===== src/hw/hl_pkg.sv =====
// Shared types and constants for the Hermes-Lite 2 control slice.
// Host command words follow the openhpsdr style: 6-bit address, 32-bit payload.
// AD9866 writes are 16-bit frames, MSB first: write bit 0, one 0 bit,
// 6 address bits, 8 data bits. Readback is not supported.
package hl_pkg;

  typedef logic [5:0]  host_addr_t;
  typedef logic [31:0] host_data_t;

  typedef struct packed {
    host_addr_t addr;
    host_data_t data;
  } host_cmd_t;

  typedef logic [5:0] ad9866_addr_t;
  typedef logic [7:0] ad9866_data_t;

  typedef struct packed {
    ad9866_addr_t addr;
    ad9866_data_t data;
  } ad9866_wr_t;

  // 0 keeps the fan off, N gives N high cycles out of every 256
  typedef logic [7:0] fan_duty_t;

  typedef struct packed {
    logic       req;
    ad9866_wr_t wr;
  } spi_req_t;

  localparam host_addr_t CMD_AD9866_WR = 6'h3B;
  localparam host_addr_t CMD_FAN_DUTY  = 6'h3C;

  localparam int SPI_FRAME_LEN = 16;

  // Clock, filter and gain defaults written once after reset
  localparam int AD9866_INIT_LEN = 4;
  localparam ad9866_wr_t AD9866_INIT_TABLE [AD9866_INIT_LEN] = '{
    '{addr: 6'h04, data: 8'h36},
    '{addr: 6'h08, data: 8'hff},
    '{addr: 6'h0e, data: 8'h81},
    '{addr: 6'h10, data: 8'h01}
  };

endpackage


===== src/hw/host_cmd_decode.sv =====
// Host command decoder.
// Only CMD_AD9866_WR and CMD_FAN_DUTY are acted on, other addresses are dropped.
// One AD9866 write can be pending; a newer command replaces an ungranted one.
`timescale 1ns/1ns

module host_cmd_decode (
  input  logic              clk_ad9866,
  input  logic              rst_n,
  input  logic              cmd_valid,
  input  hl_pkg::host_cmd_t cmd,
  input  logic              grant,
  output hl_pkg::spi_req_t  req,
  output hl_pkg::fan_duty_t fan_duty
);

  import hl_pkg::*;

  logic       is_ad9866_wr;
  logic       is_fan_duty;
  logic       loaded_q;
  logic       pend_q;
  ad9866_wr_t pend_wr_q;

  assign is_ad9866_wr = cmd_valid && (cmd.addr == CMD_AD9866_WR);
  assign is_fan_duty  = cmd_valid && (cmd.addr == CMD_FAN_DUTY);

  // The arbiter registers its grant, so a grant seen now refers to the
  // request as it stood one cycle earlier. If a new write was loaded on
  // the last edge, the grant belongs to the old one and the new one stays.
  always_ff @(posedge clk_ad9866) begin
    if (!rst_n) begin
      pend_q   <= 1'b0;
      loaded_q <= 1'b0;
    end else begin
      loaded_q <= is_ad9866_wr;
      if (is_ad9866_wr) begin
        pend_q <= 1'b1;
      end else if (grant && !loaded_q) begin
        pend_q <= 1'b0;
      end
    end
  end

  always_ff @(posedge clk_ad9866) begin
    if (is_ad9866_wr) begin
      pend_wr_q.addr <= cmd.data[13:8];
      pend_wr_q.data <= cmd.data[7:0];
    end
  end

  always_ff @(posedge clk_ad9866) begin
    if (!rst_n) begin
      fan_duty <= '0;
    end else if (is_fan_duty) begin
      fan_duty <= cmd.data[7:0];
    end
  end

  assign req.req = pend_q;
  assign req.wr  = pend_wr_q;

endmodule


===== src/hw/ad9866_init.sv =====
// AD9866 startup sequencer.
// Requests every entry of AD9866_INIT_TABLE in order, one per grant, then
// waits for the last frame to finish before raising init_done.
// init_done stays high until the next reset.
`timescale 1ns/1ns

module ad9866_init (
  input  logic             clk_ad9866,
  input  logic             rst_n,
  input  logic             grant,
  input  logic             spi_busy,
  output hl_pkg::spi_req_t req,
  output logic             init_done
);

  import hl_pkg::*;

  localparam int IDX_W = $clog2(AD9866_INIT_LEN);

  typedef enum logic [1:0] {
    ST_RUN,
    ST_DRAIN,
    ST_DONE
  } state_t;

  state_t           state;
  logic [IDX_W-1:0] idx;
  logic             busy_q;
  logic             last_entry;
  logic             busy_fall;

  assign last_entry = (idx == IDX_W'(AD9866_INIT_LEN - 1));
  assign busy_fall  = busy_q && !spi_busy;

  always_ff @(posedge clk_ad9866) begin
    if (!rst_n) begin
      state  <= ST_RUN;
      idx    <= '0;
      busy_q <= 1'b0;
    end else begin
      busy_q <= spi_busy;
      case (state)
        ST_RUN: begin
          if (grant) begin
            if (last_entry) begin
              state <= ST_DRAIN;
            end else begin
              idx <= idx + 1'b1;
            end
          end
        end
        // Last frame granted, hold off until the engine goes idle again
        ST_DRAIN: begin
          if (busy_fall) begin
            state <= ST_DONE;
          end
        end
        default: state <= ST_DONE;
      endcase
    end
  end

  assign req.req   = (state == ST_RUN);
  assign req.wr    = AD9866_INIT_TABLE[idx];
  assign init_done = (state == ST_DONE);

endmodule


===== src/hw/spi_arbiter.sv =====
// Fixed-priority arbiter for the AD9866 serial engine.
// The startup sequencer wins over the host. A grant is a one-cycle pulse,
// issued only while the engine is idle and no start is already on its way.
`timescale 1ns/1ns

module spi_arbiter (
  input  logic               clk_ad9866,
  input  logic               rst_n,
  input  hl_pkg::spi_req_t   req_init,
  input  hl_pkg::spi_req_t   req_host,
  input  logic               spi_busy,
  output logic               grant_init,
  output logic               grant_host,
  output logic               spi_start,
  output hl_pkg::ad9866_wr_t spi_wr
);

  import hl_pkg::*;

  logic idle;
  logic pick_init;
  logic pick_host;

  // spi_busy rises only the cycle after spi_start, so the start itself
  // has to block a second grant
  assign idle      = !spi_busy && !spi_start;
  assign pick_init = idle && req_init.req;
  assign pick_host = idle && !req_init.req && req_host.req;

  always_ff @(posedge clk_ad9866) begin
    if (!rst_n) begin
      grant_init <= 1'b0;
      grant_host <= 1'b0;
    end else begin
      grant_init <= pick_init;
      grant_host <= pick_host;
    end
  end

  always_ff @(posedge clk_ad9866) begin
    if (pick_init) begin
      spi_wr <= req_init.wr;
    end else if (pick_host) begin
      spi_wr <= req_host.wr;
    end
  end

  assign spi_start = grant_init || grant_host;

endmodule


===== src/hw/ad9866_spi.sv =====
// Write-only serial engine for the AD9866 three-wire port.
// One 16-bit frame per spi_start, MSB first. sdio changes while sclk is low,
// sclk is low then high for SCLK_DIV clocks each per bit.
// A frame lasts 32*SCLK_DIV+2 clocks from spi_start to spi_busy low.
// spi_start is ignored while a frame is in flight.
`timescale 1ns/1ns

module ad9866_spi #(
  parameter int SCLK_DIV = 4
) (
  input  logic               clk_ad9866,
  input  logic               rst_n,
  input  logic               spi_start,
  input  hl_pkg::ad9866_wr_t spi_wr,
  output logic               spi_busy,
  output logic               ad9866_sclk,
  output logic               ad9866_sdio,
  output logic               ad9866_sen_n
);

  import hl_pkg::*;

  localparam int DIV_W = $clog2(SCLK_DIV + 1);
  localparam int BIT_W = $clog2(SPI_FRAME_LEN);

  typedef enum logic [1:0] {
    ST_IDLE,
    ST_SHIFT,
    ST_END
  } state_t;

  state_t                   state;
  logic [DIV_W-1:0]         div_cnt;
  logic [BIT_W-1:0]         bit_cnt;
  logic [SPI_FRAME_LEN-1:0] shreg;
  logic [SPI_FRAME_LEN-1:0] frame;
  logic                     phase_end;

  // Write bit and the unused bit are both zero
  assign frame     = {2'b00, spi_wr.addr, spi_wr.data};
  assign phase_end = (div_cnt == DIV_W'(SCLK_DIV - 1));

  always_ff @(posedge clk_ad9866) begin
    if (!rst_n) begin
      state        <= ST_IDLE;
      div_cnt      <= '0;
      bit_cnt      <= '0;
      spi_busy     <= 1'b0;
      ad9866_sclk  <= 1'b0;
      ad9866_sdio  <= 1'b0;
      ad9866_sen_n <= 1'b1;
    end else begin
      case (state)
        ST_IDLE: begin
          if (spi_start) begin
            state        <= ST_SHIFT;
            div_cnt      <= '0;
            bit_cnt      <= '0;
            spi_busy     <= 1'b1;
            ad9866_sen_n <= 1'b0;
            ad9866_sclk  <= 1'b0;
            ad9866_sdio  <= frame[SPI_FRAME_LEN-1];
          end
        end
        ST_SHIFT: begin
          if (phase_end) begin
            div_cnt <= '0;
            if (!ad9866_sclk) begin
              ad9866_sclk <= 1'b1;
            end else begin
              ad9866_sclk <= 1'b0;
              if (bit_cnt == BIT_W'(SPI_FRAME_LEN - 1)) begin
                state        <= ST_END;
                ad9866_sen_n <= 1'b1;
                ad9866_sdio  <= 1'b0;
              end else begin
                bit_cnt     <= bit_cnt + 1'b1;
                ad9866_sdio <= shreg[SPI_FRAME_LEN-2];
              end
            end
          end else begin
            div_cnt <= div_cnt + 1'b1;
          end
        end
        // sen_n is already high, release busy one clock later
        default: begin
          state    <= ST_IDLE;
          spi_busy <= 1'b0;
        end
      endcase
    end
  end

  always_ff @(posedge clk_ad9866) begin
    if (state == ST_IDLE && spi_start) begin
      shreg <= frame;
    end else if (state == ST_SHIFT && phase_end && ad9866_sclk) begin
      shreg <= shreg << 1;
    end
  end

endmodule


===== src/hw/fan_pwm.sv =====
// Fan PWM with a free-running 8-bit period.
// Output is high while the counter is below fan_duty, so a duty of N
// gives N high clocks per 256. The output is registered.
`timescale 1ns/1ns

module fan_pwm (
  input  logic              clk_ad9866,
  input  logic              rst_n,
  input  hl_pkg::fan_duty_t fan_duty,
  output logic              fan_pwm
);

  import hl_pkg::*;

  fan_duty_t pwm_cnt;

  always_ff @(posedge clk_ad9866) begin
    if (!rst_n) begin
      pwm_cnt <= '0;
      fan_pwm <= 1'b0;
    end else begin
      // Wraps modulo 256
      pwm_cnt <= pwm_cnt + 1'b1;
      fan_pwm <= (pwm_cnt < fan_duty);
    end
  end

endmodule


===== src/hw/hermeslite.sv =====
// Hermes-Lite 2 control slice: host command decode, AD9866 serial setup
// and fan PWM. No Ethernet, DSP, clock chip, UART or ATU logic here.
// The AD9866 port is write only. SCLK_DIV sets the serial clock half period
// in clk_ad9866 cycles.
`timescale 1ns/1ns

module hermeslite #(
  parameter int SCLK_DIV = 4
) (
  input  logic              clk_ad9866,
  input  logic              rst_n,
  // Host command strobe
  input  logic              cmd_valid,
  input  hl_pkg::host_cmd_t cmd,
  // AD9866 serial port
  output logic              ad9866_sclk,
  output logic              ad9866_sdio,
  output logic              ad9866_sen_n,
  // Board IO
  output logic              fan_pwm,
  output logic              io_led_run
);

  import hl_pkg::*;

  spi_req_t   req_init;
  spi_req_t   req_host;
  logic       grant_init;
  logic       grant_host;
  logic       spi_start;
  logic       spi_busy;
  ad9866_wr_t spi_wr;
  fan_duty_t  fan_duty;
  logic       init_done;

  host_cmd_decode host_cmd_decode_i (
    .clk_ad9866(clk_ad9866),
    .rst_n     (rst_n     ),
    .cmd_valid (cmd_valid ),
    .cmd       (cmd       ),
    .grant     (grant_host),
    .req       (req_host  ),
    .fan_duty  (fan_duty  )
  );

  ad9866_init ad9866_init_i (
    .clk_ad9866(clk_ad9866),
    .rst_n     (rst_n     ),
    .grant     (grant_init),
    .spi_busy  (spi_busy  ),
    .req       (req_init  ),
    .init_done (init_done )
  );

  spi_arbiter spi_arbiter_i (
    .clk_ad9866(clk_ad9866),
    .rst_n     (rst_n     ),
    .req_init  (req_init  ),
    .req_host  (req_host  ),
    .spi_busy  (spi_busy  ),
    .grant_init(grant_init),
    .grant_host(grant_host),
    .spi_start (spi_start ),
    .spi_wr    (spi_wr    )
  );

  ad9866_spi #(
    .SCLK_DIV(SCLK_DIV)
  ) ad9866_spi_i (
    .clk_ad9866  (clk_ad9866  ),
    .rst_n       (rst_n       ),
    .spi_start   (spi_start   ),
    .spi_wr      (spi_wr      ),
    .spi_busy    (spi_busy    ),
    .ad9866_sclk (ad9866_sclk ),
    .ad9866_sdio (ad9866_sdio ),
    .ad9866_sen_n(ad9866_sen_n)
  );

  fan_pwm fan_pwm_i (
    .clk_ad9866(clk_ad9866),
    .rst_n     (rst_n     ),
    .fan_duty  (fan_duty  ),
    .fan_pwm   (fan_pwm   )
  );

  // Run LED lights once the startup table is in the AD9866
  assign io_led_run = init_done;

endmodule


===== config.mk =====
export PLATFORM = sky130hd
export DESIGN_NAME = hermeslite
export DESIGN_NICKNAME = d
export VERILOG_FILES = /design/src/hw/hl_pkg.sv /design/src/hw/host_cmd_decode.sv /design/src/hw/ad9866_init.sv /design/src/hw/spi_arbiter.sv /design/src/hw/ad9866_spi.sv /design/src/hw/fan_pwm.sv /design/src/hw/hermeslite.sv
export SDC_FILE = /design/constraint.sdc
export NUM_CORES = 1
export LEC_CHECK = 0
export ABC_AREA = 1
export BUFFER_PORTS_ARGS = -buffer_cell sky130_fd_sc_hd__buf_4
export CORE_ASPECT_RATIO = 1.2
export CORE_MARGIN = 2
export CORE_UTILIZATION = 57
export DETAILED_ROUTE_END_ITERATION = 16
export PLACE_DENSITY = 0.91
export SETUP_SLACK_MARGIN = 0.1
export SYNTH_ARGS = -nofsm -noshare
export SYNTH_HDL_FRONTEND = slang
export SYNTH_SLANG_ARGS = --single-unit

===== constraint.sdc =====
create_clock -name clk_ad9866 -period 1.9 [get_ports clk_ad9866]
set_input_delay 0.38 -clock clk_ad9866 [delete_from_list [all_inputs] [get_ports clk_ad9866]]
set_output_delay 0.38 -clock clk_ad9866 [all_outputs]
set_load 0.03 [all_outputs]

==> metrics.md <==
| Metric | Value |
|---|---|
| Outcome | completed |
| Final Util | 68.1% |
| Commonest non-fill, non-tap cell in the layout | nand2_1 |
| Setup TNS | 0 ns |
| Hpwl dp | 4250 µm |
| CTS Buffer Depth | 2 |
| GRT Total Usage | 21.1% |
| Vias per cell | 5.08 |
| Tcrit/Tclk final | 77.7% |
| Avg Cell Area, Syn | 9.38 µm² |
| Power per standard cell area | 1010 nW/µm² |
| Critical path data arrival time | 1.72 ns |
| Main combinational cell family by area after synthesis | simple AND/OR/NAND/NOR gates |
| IO Port Bufs | 27 |
| FF-to-FF Start | ad9866_spi_i.div_cnt[0]$_SDFFE_PN0P_ |
| Critical Path Sink | ad9866_spi_i.bit_cnt[3]$_SDFFE_PN0P_ |
| Peak supply drop | 661 µV |
| Grt ovf | 0 |
| CP Launch Type | register |
| Max-Cap Viols | 0 |
| Postcts setup bufs | 0 |
| Most frequent cells in the layout | 110 x nand2_1, 42 x edfxtp_1, 40 x dfxtp_1 |
| Area leader, netlist | edfxtp_1 |
| CP Class | reg -> reg |
| CTS tree | yes |
| R2R Path End | ad9866_spi_i.bit_cnt[3]$_SDFFE_PN0P_ |
| Die area | 6580 µm² |
| XOR/XNOR Fraction of Synth Area | 0.776% |
| WL final | 6010 µm |
| Fmax | 677 MHz |
| Post-cts gate resize count | 0 |
| Slew HR | 72.6% |
| Top-area cell type share of the netlist area | 37.2% |
| Die width | 74.4 µm |
| H-tree Lvls | 3 |
| Crit path max fanout | 25 |
| Yosys reg bits | 82 |
| Worst skew pair latency | 0.36 ns |
| Area delta synth->final | 14.7% |
| Fraction of layout instances using a drive strength above 1 | 13.2% |
| Vias in the first global route | 2,347 |
| DRC Markers | 0 |
| Ranking of synthesized cells by area | edfxtp_1 37%, dfxtp_1 24%, nand2_1 12% |
| Synth Area in Compound Gates | 7.57% |
| Area share of fa/ha/maj cells after synthesis | 5.54% |
| Core Footprint | 5710 µm² |
| Worst r2r path cells | 7 |
| LEAKAGE | 1.69 nW |
| First-pass GRT wire length | 10,300 µm |
| I/O pin count | 46 |
| Minimum clock period | 1.48 ns |
| YS warnings | 0 |
| CP required | 2.15 ns |
| Final #Nets | 452 |
| Seq/Total Area, Yosys | 60.9% |
| Routability congestion estimate | 0.810 |
| Total clock sinks | 82 |
| TritonCTS Buffers | 9 |
| CTS root buffer | clkbuf_8 |
| Post-Synthesis Cells | 361 |
| Vias | 2,442 |
| Die Height | 88.4 µm |
| Tightest Pin Transition | 0.411 ns |
| Starting Density | 59.4% |
| DRT antenna net count | 0 |
| Hold WC Path Type | in -> reg |
| Antenna diode count | 0 |
| Wire per inst | 12.5 µm |
| Row cnt | 30 |
| Mapped Area | 3390 µm² |
| Max-slew violations | 0 |
| Fin. Hold Viols | 0 |
| RSZ-0062 raised after global routing | no |
| Worst Setup SP | ad9866_spi_i.div_cnt[0]$_SDFFE_PN0P_ |
| Mux contribution to synthesized area | 0% |
| DRT iter0 DRCs | 244 |
| Clk slew on worst S/H paths | 0.08 ns |
| Crit-path cells | ha_1, nand2_1, o21ai_2, buf_4, nand2_1, nor2_1, nor2_1 |
| Critical path endpoint category | register |
| First-pass DRT Iterations | 4 |
| Largest net degree at the start of global routing | 26 |
| Final setup fails | 0 |
| Post-synthesis cell type count | 26 |
| R2R Setup Slk | 0.42 ns |
| Clock Skews | 0.00758 ns |
| Antenna violations before repair | 0 |
| Max incr delay on CP | 0.36 ns |
| Hold_buf cts | 0 |
| Synth Area in Simple Gates | 19.6% |
| Slowest library cell on the worst path | dfxtp_1 |
| Syn nets | 417 |
metal layers:
metal  global-route usage [%]  vias up  wire length [µm]
met4                     9.58        0                95
li1                         -     1254                 -
met1                     23.3     1140              2380
met2                     37.1       42              3290
met3                     6.15        6               247
met5                        0        -                 0
synthesized netlist by cell type:
cell,n
or2_2,1
buf_2,6
a31oi_1,1
nand2_1,110
o22ai_1,1
o21a_1,1
nand3_1,13
clkinv_1,1
inv_1,35
o21ai_0,18
nor3_1,4
ha_1,15
buf_6,1
clkbuf_1,3
inv_2,1
nand4_1,3
o21ai_2,1
a21oi_1,26
nor2_1,31
a211oi_1,1
xor2_1,3
nand2_2,1
nor3_2,1
dfxtp_1,40
edfxtp_1,42
nand3b_1,1
cells by family (layout without fill, tap and decap cells):
kind of cell | count (synthesis) | count (layout)
and+or+nand+nor | 165 | 165
DFF | 82 | 82
AOI/OAI and AO/OA | 49 | 49
buffers and inverters | 47 | 87
adders and majority gates | 15 | 15
xor gates and xnor gates | 3 | 3
where the power goes:
part	total (mW)	leakage, nW	internal (mW)	switching, mW
combinational	0.528	0.869	0.187	0.341
sequential	2.16	0.724	2.09	0.0676
clock	1.23	0.0930	0.636	0.594
total	3.92	1.69	2.92	1.00
critical path, delay by kind of cell (launching register included):
| kind | cells | cell delay (ns) |
|---|---|---|
| AND/OR/NAND/NOR | 4 | 0.41 |
| flip-flops | 1 | 0.36 |
| adder cells (fa/ha/maj) | 1 | 0.18 |
| buffers and inverters | 1 | 0.29 |
| AO/OA/AOI/OAI | 1 | 0.13 |
through the flow:
step | worst slack (ns) | instances | total power [mW] | cell area [µm²] | hold WS [ns]
final | 0.424 | 481 | 3.92 | 3880 | 0.203
after global routing | 0.250 | 481 | 4.11 | 3880 | 0.190
after CTS | 0.409 | 481 | 3.94 | 3880 | 0.189
after detailed placement | 0.367 | 465 | 2.73 | 3690 | 0.453
after global placement | 0.376 | 465 | 2.69 | 3690 | 0.443
after floorplan | 0.462 | 361 | 2.56 | 3390 | 0.428
layout make-up:
cell class / instances / area [µm²]
Clock buffer: 11 / 141
Clock inverter: 5 / 53.8
Fill cell: 448 / 1820
Inverter: 37 / 139
Multi-Input combinational cell: 232 / 1130
Sequential cell: 82 / 2060
Tap cell: 80 / 100
Timing Repair Buffer: 34 / 255
state kept, by name, indices dropped and copies added (netlist names), 2 cells and up:
register / cells
ad9866_spi_i.div_cnt: 3
spi_arbiter_i.spi_wr: 14
ad9866_spi_i.state: 2
ad9866_init_i.idx: 2
ad9866_init_i.state: 2
host_cmd_decode_i.req: 14
ad9866_spi_i.shreg: 15
fan_pwm_i.pwm_cnt: 8
ad9866_spi_i.bit_cnt: 4
host_cmd_decode_i.fan_duty: 8
worst min-delay path by stage:
stage,startpoint,to,slack [ns],cells after the start
after CTS,cmd[10],host_cmd_decode_i.req[10]$_DFFE_PP_,0.19,1
after floorplan,ad9866_spi_i.div_cnt[0]$_SDFFE_PN0P_,ad9866_spi_i.div_cnt[0]$_SDFFE_PN0P_,0.43,1
after detailed placement,fan_pwm_i.pwm_cnt[0]$_SDFF_PN0_,fan_pwm_i.pwm_cnt[0]$_SDFF_PN0_,0.45,1
after global placement,fan_pwm_i.pwm_cnt[0]$_SDFF_PN0_,fan_pwm_i.pwm_cnt[0]$_SDFF_PN0_,0.44,1
final,cmd[10],host_cmd_decode_i.req[10]$_DFFE_PP_,0.20,1
after global routing,cmd[9],host_cmd_decode_i.req[9]$_DFFE_PP_,0.19,1
Note: power is estimated with default switching activity, not from simulation.
